===== src/verilog/rename_pkg.sv =====
package rename_pkg;

    // Architectural and physical sizes
    localparam int NUM_GPRS        = 8;
    localparam int NUM_PRF_ENTRIES = 10;
    localparam int GPR_ID_W        = 3;
    localparam int PRF_ID_W        = 4;
    localparam int DATA_W          = 16;

    // Retire queue
    localparam int RQ_DEPTH = 4;
    localparam int RQ_PTR_W = $clog2(RQ_DEPTH);

    // Instruction fields
    localparam int OPCODE_W = 3;
    localparam int IMM_W    = 7;
    localparam int SPARE_W  = 4;

    localparam logic [OPCODE_W-1:0] OP_ADD  = 3'd0;
    localparam logic [OPCODE_W-1:0] OP_SUB  = 3'd1;
    localparam logic [OPCODE_W-1:0] OP_XOR  = 3'd2;
    localparam logic [OPCODE_W-1:0] OP_ADDI = 3'd3;

    typedef logic [GPR_ID_W-1:0] t_gpr_id;
    typedef logic [PRF_ID_W-1:0] t_prf_id;
    typedef logic [DATA_W-1:0]   t_reg_data;

    // Same 16 bits, two views; the opcode says which one holds
    typedef union packed {
        struct packed {
            logic [OPCODE_W-1:0] opcode;
            t_gpr_id             rd;
            t_gpr_id             rs1;
            t_gpr_id             rs2;
            logic [SPARE_W-1:0]  spare;
        } r;
        struct packed {
            logic [OPCODE_W-1:0]     opcode;
            t_gpr_id                 rd;
            t_gpr_id                 rs1;
            logic signed [IMM_W-1:0] imm;
        } i;
    } t_instr;

endpackage


===== src/verilog/alu_unit.sv =====
`timescale 1ns/1ns

module alu_unit
    import rename_pkg::*;
(
    input  logic                clk,
    input  logic                reset,

    // Renamed op, rd0
    input  logic                op_valid,
    input  logic [OPCODE_W-1:0] op_code,
    input  t_prf_id             op_dst_prf,
    input  t_gpr_id             op_dst_gpr,
    input  t_prf_id             op_src_a,
    input  t_prf_id             op_src_b,
    input  t_reg_data           op_imm,

    // File read, address in rd0 and data in rd1
    output t_prf_id             rd_prf_a,
    output t_prf_id             rd_prf_b,
    input  t_reg_data           rd_data_a,
    input  t_reg_data           rd_data_b,

    // Write back in rd1
    output logic                wr_en,
    output t_prf_id             wr_prf,
    output t_reg_data           wr_data,

    output logic                commit_valid,
    output t_gpr_id             commit_gpr,
    output t_reg_data           commit_data
);

    logic                valid_rd1;
    logic [OPCODE_W-1:0] code_rd1;
    t_prf_id             dst_prf_rd1;
    t_gpr_id             dst_gpr_rd1;
    t_reg_data           imm_rd1;
    t_reg_data           result_rd1;

    assign rd_prf_a = op_src_a;
    assign rd_prf_b = op_src_b;

    always_ff @(posedge clk) begin
        if (reset) begin
            valid_rd1 <= 1'b0;
        end else begin
            valid_rd1 <= op_valid;
        end
    end

    always_ff @(posedge clk) begin
        code_rd1    <= op_code;
        dst_prf_rd1 <= op_dst_prf;
        dst_gpr_rd1 <= op_dst_gpr;
        imm_rd1     <= op_imm;
    end

    // 16-bit wrapping arithmetic
    always_comb begin
        case (code_rd1)
            OP_ADD:  result_rd1 = rd_data_a + rd_data_b;
            OP_SUB:  result_rd1 = rd_data_a - rd_data_b;
            OP_XOR:  result_rd1 = rd_data_a ^ rd_data_b;
            OP_ADDI: result_rd1 = rd_data_a + imm_rd1;
            default: result_rd1 = '0;
        endcase
    end

    assign wr_en   = valid_rd1;
    assign wr_prf  = dst_prf_rd1;
    assign wr_data = result_rd1;

    assign commit_valid = valid_rd1;
    assign commit_gpr   = dst_gpr_rd1;
    assign commit_data  = result_rd1;

endmodule


===== src/verilog/prf.sv =====
`timescale 1ns/1ns

module prf
    import rename_pkg::*;
(
    input  logic      clk,
    input  logic      reset,

    // Allocation from rename
    input  logic      alloc,
    input  t_gpr_id   alloc_gpr,
    output logic      stall,
    output t_prf_id   alloc_prf,
    output t_prf_id   old_prf,

    // Map reads from rename
    input  t_gpr_id   map_gpr_a,
    input  t_gpr_id   map_gpr_b,
    output t_prf_id   map_prf_a,
    output t_prf_id   map_prf_b,
    output logic      pend_a,
    output logic      pend_b,

    // Data reads, answered one cycle later
    input  t_prf_id   rd_prf_a,
    input  t_prf_id   rd_prf_b,
    output t_reg_data rd_data_a,
    output t_reg_data rd_data_b,

    // Write back from the ALU
    input  logic      wr_en,
    input  t_prf_id   wr_prf,
    input  t_reg_data wr_data,

    // Reclaim from the retire queue
    input  logic      reclaim_en,
    input  t_prf_id   reclaim_prf
);

    t_reg_data                  prf_data [NUM_PRF_ENTRIES];
    t_prf_id                    map_tbl  [NUM_GPRS];
    logic [NUM_PRF_ENTRIES-1:0] free_list;
    logic [NUM_PRF_ENTRIES-1:0] pend_list;

    logic [NUM_PRF_ENTRIES-1:0] alloc_dec;
    logic [NUM_PRF_ENTRIES-1:0] wr_dec;
    logic [NUM_PRF_ENTRIES-1:0] reclaim_dec;
    logic [NUM_PRF_ENTRIES-1:0] pend_cleared;
    logic [NUM_PRF_ENTRIES-1:0] pend_list_nxt;
    logic [NUM_PRF_ENTRIES-1:0] free_list_nxt;

    // Lowest free entry wins
    always_comb begin
        alloc_prf = '0;
        for (int i = NUM_PRF_ENTRIES - 1; i >= 0; i--) begin
            if (free_list[i]) begin
                alloc_prf = t_prf_id'(i);
            end
        end
    end

    assign stall = ~|free_list;

    always_comb begin
        alloc_dec   = '0;
        wr_dec      = '0;
        reclaim_dec = '0;
        if (alloc) begin
            alloc_dec[alloc_prf] = 1'b1;
        end
        if (wr_en) begin
            wr_dec[wr_prf] = 1'b1;
        end
        if (reclaim_en) begin
            reclaim_dec[reclaim_prf] = 1'b1;
        end
    end

    // Writes clear pending in the same cycle so a waiting consumer can go.
    // The new allocation is kept out of the source lookup: no source can map
    // to a free entry, and it keeps instr_ready free of a loop through alloc
    assign pend_cleared  = pend_list & ~wr_dec;
    assign pend_list_nxt = pend_cleared | alloc_dec;
    assign free_list_nxt = (free_list & ~alloc_dec) | reclaim_dec;

    always_ff @(posedge clk) begin
        if (reset) begin
            pend_list <= '0;
            for (int i = 0; i < NUM_PRF_ENTRIES; i++) begin
                free_list[i] <= (i >= NUM_GPRS);
            end
        end else begin
            pend_list <= pend_list_nxt;
            free_list <= free_list_nxt;
        end
    end

    // Mapping table, identity out of reset
    always_ff @(posedge clk) begin
        if (reset) begin
            for (int g = 0; g < NUM_GPRS; g++) begin
                map_tbl[g] <= t_prf_id'(g);
            end
        end else if (alloc) begin
            map_tbl[alloc_gpr] <= alloc_prf;
        end
    end

    assign old_prf   = map_tbl[alloc_gpr];
    assign map_prf_a = map_tbl[map_gpr_a];
    assign map_prf_b = map_tbl[map_gpr_b];
    assign pend_a    = pend_cleared[map_prf_a];
    assign pend_b    = pend_cleared[map_prf_b];

    // Registers read as zero out of reset
    always_ff @(posedge clk) begin
        if (reset) begin
            for (int i = 0; i < NUM_PRF_ENTRIES; i++) begin
                prf_data[i] <= '0;
            end
        end else if (wr_en) begin
            prf_data[wr_prf] <= wr_data;
        end
    end

    always_ff @(posedge clk) begin
        rd_data_a <= prf_data[rd_prf_a];
        rd_data_b <= prf_data[rd_prf_b];
    end

    a_no_alloc_on_stall: assert property (
        @(posedge clk) disable iff (reset) alloc |-> !stall
    ) else $error("allocation while no entry is free");

    a_no_write_to_free: assert property (
        @(posedge clk) disable iff (reset) wr_en |-> !free_list[wr_prf]
    ) else $error("write to free entry %0d", wr_prf);

    a_no_double_reclaim: assert property (
        @(posedge clk) disable iff (reset) reclaim_en |-> !free_list[reclaim_prf]
    ) else $error("reclaim of entry %0d that is already free", reclaim_prf);

endmodule


===== src/verilog/rename_core_top.sv =====
`timescale 1ns/1ns

module rename_core_top
    import rename_pkg::*;
(
    input  logic      clk,
    input  logic      reset,

    input  logic      instr_valid,
    input  t_instr    instr_word,
    output logic      instr_ready,

    output logic      commit_valid,
    output t_gpr_id   commit_gpr,
    output t_reg_data commit_data
);

    // Rename to file
    t_gpr_id             map_gpr_a;
    t_gpr_id             map_gpr_b;
    t_prf_id             map_prf_a;
    t_prf_id             map_prf_b;
    logic                pend_a;
    logic                pend_b;
    logic                stall;
    logic                alloc;
    t_gpr_id             alloc_gpr;
    t_prf_id             alloc_prf;
    t_prf_id             old_prf;

    // Rename to ALU
    logic                op_valid;
    logic [OPCODE_W-1:0] op_code;
    t_prf_id             op_dst_prf;
    t_gpr_id             op_dst_gpr;
    t_prf_id             op_src_a;
    t_prf_id             op_src_b;
    t_reg_data           op_imm;

    // ALU to file
    t_prf_id             rd_prf_a;
    t_prf_id             rd_prf_b;
    t_reg_data           rd_data_a;
    t_reg_data           rd_data_b;
    logic                wr_en;
    t_prf_id             wr_prf;
    t_reg_data           wr_data;

    // Retire queue to file
    logic                reclaim_en;
    t_prf_id             reclaim_prf;

    rename_stage i_rename (
        .clk         (clk),
        .reset       (reset),
        .instr_valid (instr_valid),
        .instr_word  (instr_word),
        .instr_ready (instr_ready),
        .map_gpr_a   (map_gpr_a),
        .map_gpr_b   (map_gpr_b),
        .map_prf_a   (map_prf_a),
        .map_prf_b   (map_prf_b),
        .pend_a      (pend_a),
        .pend_b      (pend_b),
        .stall       (stall),
        .alloc_prf   (alloc_prf),
        .alloc       (alloc),
        .alloc_gpr   (alloc_gpr),
        .op_valid    (op_valid),
        .op_code     (op_code),
        .op_dst_prf  (op_dst_prf),
        .op_dst_gpr  (op_dst_gpr),
        .op_src_a    (op_src_a),
        .op_src_b    (op_src_b),
        .op_imm      (op_imm)
    );

    prf i_prf (
        .clk         (clk),
        .reset       (reset),
        .alloc       (alloc),
        .alloc_gpr   (alloc_gpr),
        .stall       (stall),
        .alloc_prf   (alloc_prf),
        .old_prf     (old_prf),
        .map_gpr_a   (map_gpr_a),
        .map_gpr_b   (map_gpr_b),
        .map_prf_a   (map_prf_a),
        .map_prf_b   (map_prf_b),
        .pend_a      (pend_a),
        .pend_b      (pend_b),
        .rd_prf_a    (rd_prf_a),
        .rd_prf_b    (rd_prf_b),
        .rd_data_a   (rd_data_a),
        .rd_data_b   (rd_data_b),
        .wr_en       (wr_en),
        .wr_prf      (wr_prf),
        .wr_data     (wr_data),
        .reclaim_en  (reclaim_en),
        .reclaim_prf (reclaim_prf)
    );

    alu_unit i_alu (
        .clk          (clk),
        .reset        (reset),
        .op_valid     (op_valid),
        .op_code      (op_code),
        .op_dst_prf   (op_dst_prf),
        .op_dst_gpr   (op_dst_gpr),
        .op_src_a     (op_src_a),
        .op_src_b     (op_src_b),
        .op_imm       (op_imm),
        .rd_prf_a     (rd_prf_a),
        .rd_prf_b     (rd_prf_b),
        .rd_data_a    (rd_data_a),
        .rd_data_b    (rd_data_b),
        .wr_en        (wr_en),
        .wr_prf       (wr_prf),
        .wr_data      (wr_data),
        .commit_valid (commit_valid),
        .commit_gpr   (commit_gpr),
        .commit_data  (commit_data)
    );

    // Old mapping pushed at rename, reclaimed at commit
    retire_queue i_rq (
        .clk         (clk),
        .reset       (reset),
        .push        (alloc),
        .push_prf    (old_prf),
        .pop         (wr_en),
        .reclaim_en  (reclaim_en),
        .reclaim_prf (reclaim_prf)
    );

endmodule


===== src/verilog/rename_stage.sv =====
`timescale 1ns/1ns

module rename_stage
    import rename_pkg::*;
(
    input  logic                clk,
    input  logic                reset,

    input  logic                instr_valid,
    input  t_instr              instr_word,
    output logic                instr_ready,

    // Register file map and free list
    output t_gpr_id             map_gpr_a,
    output t_gpr_id             map_gpr_b,
    input  t_prf_id             map_prf_a,
    input  t_prf_id             map_prf_b,
    input  logic                pend_a,
    input  logic                pend_b,
    input  logic                stall,
    input  t_prf_id             alloc_prf,
    output logic                alloc,
    output t_gpr_id             alloc_gpr,

    // Renamed op to the ALU
    output logic                op_valid,
    output logic [OPCODE_W-1:0] op_code,
    output t_prf_id             op_dst_prf,
    output t_gpr_id             op_dst_gpr,
    output t_prf_id             op_src_a,
    output t_prf_id             op_src_b,
    output t_reg_data           op_imm
);

    logic      is_imm;
    logic      src_wait;
    t_reg_data imm_ext;

    // Opcode sits at the same bits in both views
    assign is_imm = (instr_word.r.opcode == OP_ADDI);

    assign map_gpr_a = instr_word.r.rs1;
    assign map_gpr_b = instr_word.r.rs2;

    // rs2 bits are part of the immediate in the I form
    assign src_wait = pend_a | (~is_imm & pend_b);

    assign instr_ready = ~stall & ~src_wait;
    assign alloc       = instr_valid & instr_ready;
    assign alloc_gpr   = instr_word.r.rd;

    assign imm_ext = {{(DATA_W - IMM_W){instr_word.i.imm[IMM_W-1]}}, instr_word.i.imm};

    always_ff @(posedge clk) begin
        if (reset) begin
            op_valid <= 1'b0;
        end else begin
            op_valid <= alloc;
        end
    end

    always_ff @(posedge clk) begin
        if (alloc) begin
            op_code    <= instr_word.r.opcode;
            op_dst_prf <= alloc_prf;
            op_dst_gpr <= instr_word.r.rd;
            op_src_a   <= map_prf_a;
            op_src_b   <= map_prf_b;
            op_imm     <= imm_ext;
        end
    end

endmodule


===== src/verilog/retire_queue.sv =====
`timescale 1ns/1ns

module retire_queue
    import rename_pkg::*;
(
    input  logic    clk,
    input  logic    reset,

    // Previous mapping of each renamed destination
    input  logic    push,
    input  t_prf_id push_prf,

    // Commit of the oldest op
    input  logic    pop,
    output logic    reclaim_en,
    output t_prf_id reclaim_prf
);

    t_prf_id             rq_mem [RQ_DEPTH];
    logic [RQ_PTR_W-1:0] head;
    logic [RQ_PTR_W-1:0] tail;
    logic [RQ_PTR_W:0]   count;
    logic                full;
    logic                empty;

    assign full  = (count == (RQ_PTR_W + 1)'(RQ_DEPTH));
    assign empty = (count == '0);

    always_ff @(posedge clk) begin
        if (reset) begin
            head  <= '0;
            tail  <= '0;
            count <= '0;
        end else begin
            if (push) begin
                tail <= (tail == RQ_PTR_W'(RQ_DEPTH - 1)) ? '0 : tail + 1'b1;
            end
            if (pop) begin
                head <= (head == RQ_PTR_W'(RQ_DEPTH - 1)) ? '0 : head + 1'b1;
            end
            // Push and pop together leave the count alone
            count <= count + (RQ_PTR_W + 1)'(push) - (RQ_PTR_W + 1)'(pop);
        end
    end

    always_ff @(posedge clk) begin
        if (push) begin
            rq_mem[tail] <= push_prf;
        end
    end

    // Head entry goes back to the free list on commit
    assign reclaim_en  = pop;
    assign reclaim_prf = rq_mem[head];

    a_no_push_full: assert property (
        @(posedge clk) disable iff (reset) push |-> !full
    ) else $error("retire queue push while full");

    a_no_pop_empty: assert property (
        @(posedge clk) disable iff (reset) pop |-> !empty
    ) else $error("retire queue pop while empty");

endmodule

===== config.mk =====
export PLATFORM = sky130hd
export DESIGN_NAME = rename_core_top
export DESIGN_NICKNAME = d
export VERILOG_FILES = /design/src/verilog/rename_pkg.sv /design/src/verilog/alu_unit.sv /design/src/verilog/prf.sv /design/src/verilog/rename_core_top.sv /design/src/verilog/rename_stage.sv /design/src/verilog/retire_queue.sv
export SDC_FILE = /design/constraint.sdc
export NUM_CORES = 1
export LEC_CHECK = 0
export ABC_AREA = 1
export BUFFER_PORTS_ARGS = -buffer_cell sky130_fd_sc_hd__buf_2
export CORE_ASPECT_RATIO = 0.75
export CORE_UTILIZATION = 51
export CTS_BUF_LIST = sky130_fd_sc_hd__clkbuf_8 sky130_fd_sc_hd__clkbuf_16
export CTS_CLUSTER_DIAMETER = 200
export DETAILED_ROUTE_END_ITERATION = 6
export PLACE_DENSITY = 0.64
export SYNTH_ARGS = -nofsm -noshare
export SYNTH_HDL_FRONTEND = slang
export SYNTH_SLANG_ARGS = --single-unit

===== constraint.sdc =====
create_clock -name clk -period 4.8 [get_ports clk]
set_input_delay 0.48 -clock clk [delete_from_list [all_inputs] [get_ports clk]]
set_output_delay 0.48 -clock clk [all_outputs]
set_load 0.02 [all_outputs]

==> summary.md, run 1 <==
| Metric | Value |
|---|---|
| Status | completed |
| Endpoints failing hold | 0 |
| Top-area cell type share of the netlist area | 47.15% |
| Reg2reg path depth | 18 |
| Clk Tree Root Cell | clkbuf_16 |
| Main flop type after synthesis | edfxtp_1 |
| Die Y-Extent | 177.5 um |
| Largest area contributor in the netlist | edfxtp_1 |
| DPL Wire Length | 40.62 mm |
| DR iter-0 viols | 2,147 |
| Element type at the critical path end | primary output |
| Die Footprint | 41,910 sq um |
| Worst Max-Slew Pin Slew | 1.339 ns |
| Cell Pwr Density | 418.7 nW/um^2 |
| CTS tree | built |
| Initial antenna violation count | 0 |
| Synth top area cells | edfxtp_1 47%, nand2_1 7.6%, dfxtp_1 7.4%, a21oi_1 5.7%, o21ai_0 5.4% |
| H-tree depth | 2 |
| Synthesis warning total | 0 |
| Register bit total from synthesis | 406 |
| Final-report setup violation count | 0 |
| Setup Buffers After CTS | 0 |
| Worst Clk Skew | 0.01293 ns |
| Netlist Area Pre-Place | 20,950 sq um |
| Largest family of logic cells by synthesized area | simple AND/OR/NAND/NOR gates |
| Most frequent cell after synthesis | nand2_1 |
| Inserted Diodes | 0 |
| Die Wd | 236.0 um |
| Hold Startpoint | instr_word[0] |
| GR Overflow Total | 0 |
| Fill cells | 3,513 |
| Synth unique cells | 54 |
| XOR/XNOR Fraction of Synth Area | 0.8360% |
| DR WL/cell | 21.86 um |
| Largest net degree at the start of global routing | 257 |
| Max FO, Critical Path | 15 |
| Vias | 17,809 |
| Fin nets | 2,419 |
| Skew-Pair Late Insertion Delay | 0.55 ns |
| Final WL | 64.05 mm |
| Drt pass-1 iters | 6 |
| Post-Syn Instances | 2,394 |
| Row cnt | 63 |
| Hold buffers post-CTS | 0 |
| DP Area | 21,570 sq um |
| Number of port buffers | 39 |
| Min-delay worst type | in -> reg |
| Post-synthesis mux area share | 0% |
| IO Pins | 40 |
| Hold path depth | 1 |
| Commonest cells in the netlist | 425 x nand2_1, 329 x edfxtp_1, 248 x inv_1, 240 x a21oi_1, 230 x nor2_1 |
| Number of global-route vias before repair | 16,417 |
| Max Clk Rate | 224.6 MHz |
| R2R setup slack | 0.81 ns |
| Crit path time final | 4.452 ns |
| Worst hold endpoint | i_rename.op_imm[0] |
| Final Cell Area | 22,980 sq um |
| Area Growth Syn to Fin | 9.680% |
| Final worst-path cycle share | 92.75% |
| Max Cap Viol | 0 |
| Post-Place Cells | 2,852 |
| Initial Util | 52.43% |
| CTS Buffer Depth | 3 |
| Core area | 39,960 sq um |
| Synth Area in Adders | 1.469% |
| Post-Layout Cell Count | 2,930 |
| Setup TNS | 0 ns |
| Mean Syn Cell Area | 8.752 sq um |
| Data required, critical path | 4.32 ns |
| Share of cells above drive strength 1 | 8.465% |
| # DRC | 0 |
| Clock slew at reported path FFs | 0.06 ns |
| Worst VDD drop | 0.0002553 V |
| Leak | 0.009057 uW |
| DR vias/cell | 6.078 |
| Clock sink total | 406 |
| Max-slew violation count | 0 |
| Crit Path Category | reg -> out |
| Final ANT Viol Nets | 0 |
| Net Count, Synth | 2,437 |
| Total CTS buffers | 42 |
| Critical Path Start Type | flop |
| GPL Wtd Cong | 0.9029 |
| Slew headroom | 10.50% |
| Total power | 9623 uW |
| Capturing point of the worst reg2reg path | i_prf.prf_data[15][10] |
| Worst Path Arrival | 3.97 ns |
| First-pass GRT wire length | 96.86 mm |
| Post-synth EDFFs | 329 |
| Post-synthesis sequential area ratio | 54.51% |
| Reg2Reg Launch Point | i_alu.code_rd1[0] |
| GRT Total Usage | 30.55% |
| Post-Synth Simple-Gate Area | 18.71% |
| Post-synthesis compound-gate area fraction | 16.89% |
| Ys async rst share | 0% |
[through the flow]
stage	hold slack, ns	setup slack [ns]	util, %
floorplan	0.3233	1.409	-
global placement	0.3251	0.8810	53.97
detailed placement	0.3269	0.8522	53.97
CTS	0.08485	0.2576	57.45
global route	0.09246	-0.008588	57.50
finish	0.1036	0.3479	57.50
[metal layers]
layer  share of wire (%)  wire length (um)  up-vias  global-route usage, %
met5                   0                 0        -                      0
met4                 3.2              2018        0                  10.51
met3                  12              7532      159                  6.922
met2                  43             27270      979                  45.44
met1                  43             27230     8458                  43.90
li1                    -                 -     8213                      -
[power breakdown]
part / internal (uW) / switching, uW
clock network: 1930 / 1360
registers: 4000 / 173
logic: 622 / 1550
total: 6540 / 3080
[registers in the layout, summed over array words and instances (netlist names), 3 cells and up, named ones only]
name                 count
i_alu.code_rd1           3
i_alu.commit_gpr         3
i_alu.imm_rd1            7
i_alu.wr_prf             4
i_prf.free_list         10
i_prf.map_tbl           32
i_prf.pend_list         10
i_prf.prf_data         256
i_prf.rd_data_a         16
i_prf.rd_data_b         16
i_rename.op_code         3
i_rename.op_dst_gpr      3
i_rename.op_dst_prf      4
i_rename.op_imm          7
i_rename.op_src_a        4
i_rename.op_src_b        4
i_rq.rq_mem             16
[worst max path at each step]
stage                       startpoint                     end  slack (ns)  cells after the start
detailed placement   i_alu.code_rd1[0]          commit_data[9]        0.85                     16
floorplan           i_prf.rd_data_b[2]  i_prf.prf_data[10][14]        1.41                     25
global route        i_prf.rd_data_b[0]         commit_data[15]      -0.009                     27
CTS                  i_alu.code_rd1[0]          commit_data[9]        0.26                     16
finish               i_alu.code_rd1[0]         commit_data[14]        0.35                     20
global placement    i_prf.rd_data_b[2]         commit_data[14]        0.88                     24
[layout make-up]
cell class / instances / area [sq um] / share of cell area, %
inverter: 271 / 1017 / 4.426
clock inverter: 28 / 196.4 / 0.8548
sequential: 406 / 11420 / 49.70
tap: 520 / 650.6 / 2.831
timing repair buffer: 75 / 515.5 / 2.243
clock buffer: 50 / 1195 / 5.200
multi-input combinational: 1580 / 7985 / 34.75
[critical path: stages (launching register included)]
cell     delay (ns)
dfxtp_1        0.35
inv_1          0.08
nor3_1         0.16
buf_4          0.23
inv_1          0.11
nand2_2        0.25
nand2_1        0.19
a21oi_1        0.16
a21oi_1        0.06
ha_1           0.37
nand2_1        0.08
o21ai_0        0.34
nand2_1        0.09
nand3_1        0.12
nand2_1        0.09
nand2_1        0.07
a21oi_1        0.07
or2_2          0.27
nand3_1        0.06
nand2_1        0.10
buf_2          0.18
[kinds of logic after synthesis]
logic type	count (synthesis)
buffers and inverters	408
XOR/XNOR	20
flip-flops	406
AO/OA/AOI/OAI	621
AND/OR/NAND/NOR	915
adder cells (fa/ha/maj)	24
[cells in the final DEF, fill, tap and decap left out, types with 4 or more instances in the layout]
cell / count
clkinv_1: 17
xor2_1: 19
ha_1: 23
nand2_1: 425
a31oi_1: 4
dfxtp_1: 77
clkbuf_8: 5
o21ai_0: 224
clkinv_2: 7
nor2_1: 228
nand3_2: 9
nor2_2: 5
edfxtp_1: 329
o21bai_2: 4
a21oi_2: 5
o221ai_1: 29
o22ai_1: 5
buf_2: 39
inv_2: 13
a22oi_1: 6
buf_12: 4
nor3_2: 5
nor3_1: 25
o211ai_1: 71
inv_1: 258
a21oi_1: 239
o21ai_1: 9
nand2_2: 11
or2_2: 5
buf_4: 32
nand3_1: 184
clkbuf_16: 45
a221oi_1: 4
[repair_timing]
action | CTS | global route
resized for setup | 0 | 6
hold endpoints to repair | 0 | 0
setup endpoints to repair | 0 | 5
Note: power is estimated with default switching activity, not from simulation.
==> run 2, diff against run 1 <==
--- a/config.mk
+++ b/config.mk
@@ -13,6 +13,7 @@
 export CTS_CLUSTER_DIAMETER = 200
 export DETAILED_ROUTE_END_ITERATION = 6
 export PLACE_DENSITY = 0.64
+export REMOVE_ABC_BUFFERS = 1
 export SYNTH_ARGS = -nofsm -noshare
 export SYNTH_HDL_FRONTEND = slang
 export SYNTH_SLANG_ARGS = --single-unit
==> summary.md, run 2 (synthesized netlist as in run 1, its figures left out) <==
| Metric | Value |
|---|---|
| Data required, critical path | 4.32 ns (about the same) |
| Worst Max-Slew Pin Slew | 1.234 ns (was 1.339 ns) |
| Largest register FFs | 256 (unchanged) |
| DR WL/cell | 20.98 um (was 21.86 um) |
| GR Overflow Total | 0 (unchanged) |
| Endpoints failing hold | 0 (unchanged) |
| Share of cells above drive strength 1 | 8.392% (was 8.465%) |
| Most frequent cells in the layout | 425 x nand2_1, 329 x edfxtp_1, 256 x inv_1 (was 425 x nand2_1, 329 x edfxtp_1, 258 x inv_1) |
| Largest net degree at the start of global routing | 257 (unchanged) |
| Most common library cell in the layout ignoring fill and taps | nand2_1 (unchanged) |
| Max FO, Critical Path | 4 (was 15) |
| Total CTS buffers | 42 (unchanged) |
| Final worst-path cycle share | 93.99% (was 92.75%) |
| Number of global-route vias before repair | 16,241 (was 16,417) |
| Cell Pwr Density | 421.5 nW/um^2 (was 418.7 nW/um^2) |
| Drt pass-1 iters | 6 (unchanged) |
| Biggest regs | i_prf.prf_data (256), i_prf.map_tbl (32) (unchanged) |
| Core area | 39,960 sq um (unchanged) |
| GPL Wtd Cong | 0.9081 (was 0.9029) |
| Setup Buffers After CTS | 0 (unchanged) |
| Number of port buffers | 39 (unchanged) |
| DP Area | 21,570 sq um (about the same) |
| Critical Path Start Type | flop (unchanged) |
| Clk Tree Root Cell | clkbuf_16 (unchanged) |
| Worst VDD drop | 0.0003358 V (was 0.0002553 V) |
| Status | completed (unchanged) |
| Final WL | 61.41 mm (was 64.05 mm) |
| Fin nets | 2,416 (was 2,419) |
| Final-report setup violation count | 0 (unchanged) |
| Worst Clk Skew | 0.02115 ns (was 0.01293 ns) |
| Inserted Diodes | 0 (unchanged) |
| Hold buffers post-CTS | 0 (unchanged) |
| Slew headroom | 17.31% (was 10.50%) |
| Initial antenna violation count | 1 (was 0) |
| Skew-Pair Late Insertion Delay | 0.56 ns (was 0.55 ns) |
| Die Y-Extent | 177.5 um (unchanged) |
| GRT Total Usage | 29.36% (was 30.55%) |
| H-tree depth | 2 (unchanged) |
| DPL Wire Length | 39.92 mm (was 40.62 mm) |
| Final Cell Area | 23,020 sq um (was 22,980 sq um) |
| Area Growth Syn to Fin | 9.847% (was 9.680%) |
| First-pass GRT wire length | 93.91 mm (was 96.86 mm) |
| Max-slew violation count | 0 (unchanged) |
| Die Wd | 236.0 um (unchanged) |
| Max Cap Viol | 0 (unchanged) |
| DR iter-0 viols | 2,276 (was 2,147) |
| Max Clk Rate | 221.7 MHz (was 224.6 MHz) |
| Crit Path Category | reg -> out (unchanged) |
| Initial Util | 52.43% (unchanged) |
| Largest register by flop count | i_prf.prf_data (unchanged) |
| DR vias/cell | 5.995 (was 6.078) |
| Min-delay worst type | in -> reg (unchanged) |
| Clock slew at reported path FFs | 0.06 ns (about the same) |
| RSZ-0062 raised after global routing | true |
| Worst Path Arrival | 4.03 ns (was 3.97 ns) |
| Post-Place Cells | 2,849 (was 2,852) |
| Vias | 17,547 (was 17,809) |
| CTS Buffer Depth | 3 (unchanged) |
| Crit path time final | 4.511 ns (was 4.452 ns) |
| Die Footprint | 41,910 sq um (unchanged) |
| Leak | 0.009061 uW (was 0.009057 uW) |
| IO Pins | 40 (unchanged) |
| Clock sink total | 406 (unchanged) |
| Post-Layout Cell Count | 2,927 (was 2,930) |
| Element type at the critical path end | primary output (unchanged) |
| Row cnt | 63 (unchanged) |
| Final ANT Viol Nets | 0 (unchanged) |
| CTS tree | built (unchanged) |
| # DRC | 0 (unchanged) |
## run 2: changes by cell type in the layout (fill, tap and decap cells not counted), sizes merged
cell,delta
inv,-2
buf,-4
clkinvlp,-1
clkbuf,-1
bufinv,+2
clkinv,+3
## run 2: final timing paths
kind | slack, ns | from | end | cells past startpoint
setup / recovery | 0.29 | i_prf.rd_data_b[0] | commit_data[14] | 24
setup reg to reg | 0.80 | i_alu.code_rd1[1] | i_prf.prf_data[13][10] | 17
hold / removal | 0.10 | instr_word[1] | i_rename.op_imm[1] | 1
hold reg to reg | 0.34 | i_rename.op_imm[3] | i_alu.imm_rd1[3] | 0
## run 2: per-layer routing
metal,global-route usage [%],up-vias,part of all wire [%]
met3,4.324,135,9.5
met4,9.613,2,2.8
met5,0,-,0.021
met2,44.67,900,43
li1,-,8202,-
met1,43.06,8308,44
## run 2: worst max-delay path, cell delays in order, from the launching register on
cell and delay (ns):
dfxtp_1 0.33, nor3_2 0.22, nand2_1 0.10, nor2_1 0.12, nand2_1 0.08, nor2_2 0.16
nand2_1 0.12, nor2_1 0.13, inv_1 0.09, o21ai_0 0.16, a21oi_1 0.06, o22ai_1 0.17
inv_1 0.07, ha_1 0.34, nand2_1 0.09, nor2_1 0.15, nand3_1 0.10, nand3_1 0.11
nand2_1 0.08, nand2_1 0.07, a21oi_1 0.07, or2_2 0.27, nand3_1 0.07, nand2_1 0.12
buf_2 0.19
## run 2: timing repair
item	4_1_cts	5_1_grt
gates resized for setup	0	7
setup endpoints to repair	0	5
endpoints found under the hold margin	0	0
## run 2: through the flow
stage	total power (uW)	TNS [ns]	utilization [%]	setup slack, ns	hold WS [ns]
floorplan	5625	0	-	0.09957	0.3233
global placement	6332	0	53.98	0.8468	0.3261
detailed placement	6354	0	53.98	0.7848	0.3269
CTS	9692	0	57.55	0.1941	0.08569
global route	10110	-0.1327	57.59	-0.1327	0.08931
finish	9702	0	57.59	0.2887	0.1008
## run 2: area by class of cell
class	instances	area (sq um)
clock buffers	48	1167
clock inverters	30	257.7
fillers	3523	16950
inverters	271	1017
multi-input cells	1580	7981
flip-flops and latches	406	11420
well taps	520	650.6
repair buffers	72	520.5
## run 2: where the power goes
part | internal (uW) | switching [uW]
Clock | 2000 | 1360
Combinational | 629 | 1540
Sequential | 4000 | 170
Total | 6630 | 3070
==> run 3, diff against run 2 <==
--- a/config.mk
+++ b/config.mk
@@ -8,11 +8,11 @@
 export ABC_AREA = 1
 export BUFFER_PORTS_ARGS = -buffer_cell sky130_fd_sc_hd__buf_2
 export CORE_ASPECT_RATIO = 0.75
-export CORE_UTILIZATION = 51
+export CORE_UTILIZATION = 45
 export CTS_BUF_LIST = sky130_fd_sc_hd__clkbuf_8 sky130_fd_sc_hd__clkbuf_16
 export CTS_CLUSTER_DIAMETER = 200
 export DETAILED_ROUTE_END_ITERATION = 6
-export PLACE_DENSITY = 0.64
+export PLACE_DENSITY = 0.57
 export REMOVE_ABC_BUFFERS = 1
 export SYNTH_ARGS = -nofsm -noshare
 export SYNTH_HDL_FRONTEND = slang
==> summary.md, run 3 (synthesized netlist as in run 1, its figures left out) <==
| Metric | Value |
|---|---|
| Status | completed (unchanged) |
| Most common library cell in the layout ignoring fill and taps | nand2_1 (unchanged) |
| Resized cells post-CTS | 0 (unchanged) |
| First-pass GRT wire length | 95.54 mm (was 93.91 mm) |
| Worst Path Arrival | 4.10 ns (was 4.03 ns) |
| Final ANT Viol Nets | 0 (unchanged) |
| Drt pass-1 iters | 5 (was 6) |
| Largest net degree at the start of global routing | 167 (was 257) |
| Max Cap Viol | 0 (unchanged) |
| Setup TNS | 0 ns (unchanged) |
| Share of cells above drive strength 1 | 8.285% (was 8.392%) |
| Skew-Pair Late Insertion Delay | 0.58 ns (was 0.56 ns) |
| Final-report setup violation count | 0 (unchanged) |
| Crit path time final | 4.577 ns (was 4.511 ns) |
| Inserted Diodes | 0 (unchanged) |
| DR iter-0 viols | 1,921 (was 2,276) |
| Die Wd | 251.2 um (was 236.0 um) |
| Clock sink total | 406 (unchanged) |
| Die Y-Extent | 188.9 um (was 177.5 um) |
| IO Pins | 40 (unchanged) |
| Number of global-route vias before repair | 16,344 (was 16,241) |
| Slowest CP cell | ha_1 (unchanged) |
| Core area | 45,940 sq um (was 39,960 sq um) |
| Worst Max-Slew Pin Slew | 1.326 ns (was 1.234 ns) |
| Number of port buffers | 39 (unchanged) |
| Clock slew at reported path FFs | 0.06 ns (about the same) |
| Max FO, Critical Path | 15 (was 4) |
| DR vias/cell | 5.781 (was 5.995) |
| Setup Buffers After CTS | 0 (unchanged) |
| Hold buffers post-CTS | 0 (unchanged) |
| Crit path cell chain | inv_1, nor3_1, buf_4, inv_1, nand2_2, nand2_1, a21oi_1, a21oi_1, ha_1, nand2_1, o21ai_0, nand2_1, nand3_1, nand2_1, nand2_1, a21oi_1, or2_2, nand3_1, nand2_1, buf_2 (was nor3_2, nand2_1, nor2_1, nand2_1, nor2_2, nand2_1, nor2_1, inv_1, o21ai_0, a21oi_1, o22ai_1, inv_1, ha_1, nand2_1, nor2_1, nand3_1, nand3_1, nand2_1, nand2_1, a21oi_1, or2_2, nand3_1, nand2_1, buf_2) |
| Element type at the critical path end | primary output (unchanged) |
| GPL Wtd Cong | 0.9414 (was 0.9081) |
| Tightest hold margin | 0.08160 ns (was 0.1008 ns) |
| Area Growth Syn to Fin | 9.608% (was 9.847%) |
| DPL Wire Length | 39.34 mm (was 39.92 mm) |
| Total power | 9510 uW (was 9702 uW) |
| Leak | 0.008958 uW (was 0.009061 uW) |
| Most frequent cells in the layout | 425 x nand2_1, 329 x edfxtp_1, 252 x inv_1 (was 425 x nand2_1, 329 x edfxtp_1, 256 x inv_1) |
| Most used cell, CP | nand2_1 (unchanged) |
| Data required, critical path | 4.32 ns (about the same) |
| Worst Clk Skew | 0.01953 ns (was 0.02115 ns) |
| Post-Place Cells | 2,919 (was 2,849) |
| Max incr delay on CP | 0.40 ns (was 0.34 ns) |
| Biggest regs | i_prf.prf_data (256), i_prf.map_tbl (32) (unchanged) |
| Endpoints failing hold | 0 (unchanged) |
| Min-delay worst type | in -> reg (unchanged) |
| GRT Total Usage | 26.49% (was 29.36%) |
| GR Overflow Total | 0 (unchanged) |
| RSZ-0062 raised after global routing | true (unchanged) |
| # DRC | 0 (unchanged) |
| CTS Buffer Depth | 3 (unchanged) |
| Slew headroom | 11.14% (was 17.31%) |
| Initial antenna violation count | 0 (was 1) |
| Largest register FFs | 256 (unchanged) |
| Total CTS buffers | 43 (was 42) |
| Fin nets | 2,412 (was 2,416) |
| Final WL | 63.00 mm (was 61.41 mm) |
| Vias | 17,326 (was 17,547) |
| Die Footprint | 47,440 sq um (was 41,910 sq um) |
| Final worst-path cycle share | 95.36% (was 93.99%) |
| Max-slew violation count | 0 (unchanged) |
| Post-Layout Cell Count | 2,997 (was 2,927) |
| CTS tree | built (unchanged) |
| Max Clk Rate | 218.5 MHz (was 221.7 MHz) |
| Largest register by flop count | i_prf.prf_data (unchanged) |
| Crit Path Category | reg -> out (unchanged) |
| Cell Pwr Density | 414.1 nW/um^2 (was 421.5 nW/um^2) |
| Initial Util | 45.60% (was 52.43%) |
| Clk Tree Root Cell | clkbuf_16 (unchanged) |
| Critical Path Start Type | flop (unchanged) |
| Worst VDD drop | 0.0002270 V (was 0.0003358 V) |
| DR WL/cell | 21.02 um (was 20.98 um) |
| H-tree depth | 2 (unchanged) |
| Row cnt | 68 (was 63) |
[run 3: layer usage]
layer  GRT usage (%)  wire length (um)  vias up
li1                -                 -     8194
met1           36.25             27070     8243
met2           42.25             28650      749
met3           3.121              4682      140
met4           12.31              2599        0
met5               0                 0        -
[run 3: worst paths after layout]
check                                            start                endpoint  slack (ns)  cells after the start
worst min-delay path                     instr_word[1]      i_rename.op_imm[1]        0.08                      1
worst max-delay path                 i_alu.code_rd1[0]         commit_data[14]        0.22                     20
worst max register to register       i_alu.code_rd1[0]  i_prf.prf_data[13][14]        0.83                     21
worst min register to register  i_rename.op_dst_prf[3]         i_alu.wr_prf[3]        0.34                      0
[run 3: stage by stage]
stage	area [sq um]	worst slack [ns]	utilization [%]
floorplan	20380	0.09957	-
global route	22970	-0.05320	49.99
detailed placement	21610	0.7196	47.03
global placement	21610	0.8048	47.03
finish	22970	0.2228	49.99
CTS	22930	0.09485	49.90
[run 3: layout make-up]
| class | instances | area (sq um) |
|---|---|---|
| multi-input combinational | 1580 | 8008 |
| tap | 595 | 744.5 |
| clock buffer | 47 | 1154 |
| fill | 4283 | 22980 |
| inverter | 271 | 1017 |
| clock inverter | 31 | 163.9 |
| sequential | 406 | 11420 |
| timing repair buffer | 67 | 457.9 |
[run 3: critical path, delay by kind of cell, from the launching register on]
family,cells,cell delay (ns)
simple gates,11,1.53
buf+inv,4,0.64
compound gates,4,0.57
fa+ha+maj,1,0.40
flops,1,0.36
[run 3: power breakdown]
part | switching, uW | internal [uW] | leakage, uW
Combinational | 1580 | 626 | 0.00447
Sequential | 153 | 4000 | 0.00382
Clock | 1380 | 1770 | 0.000669
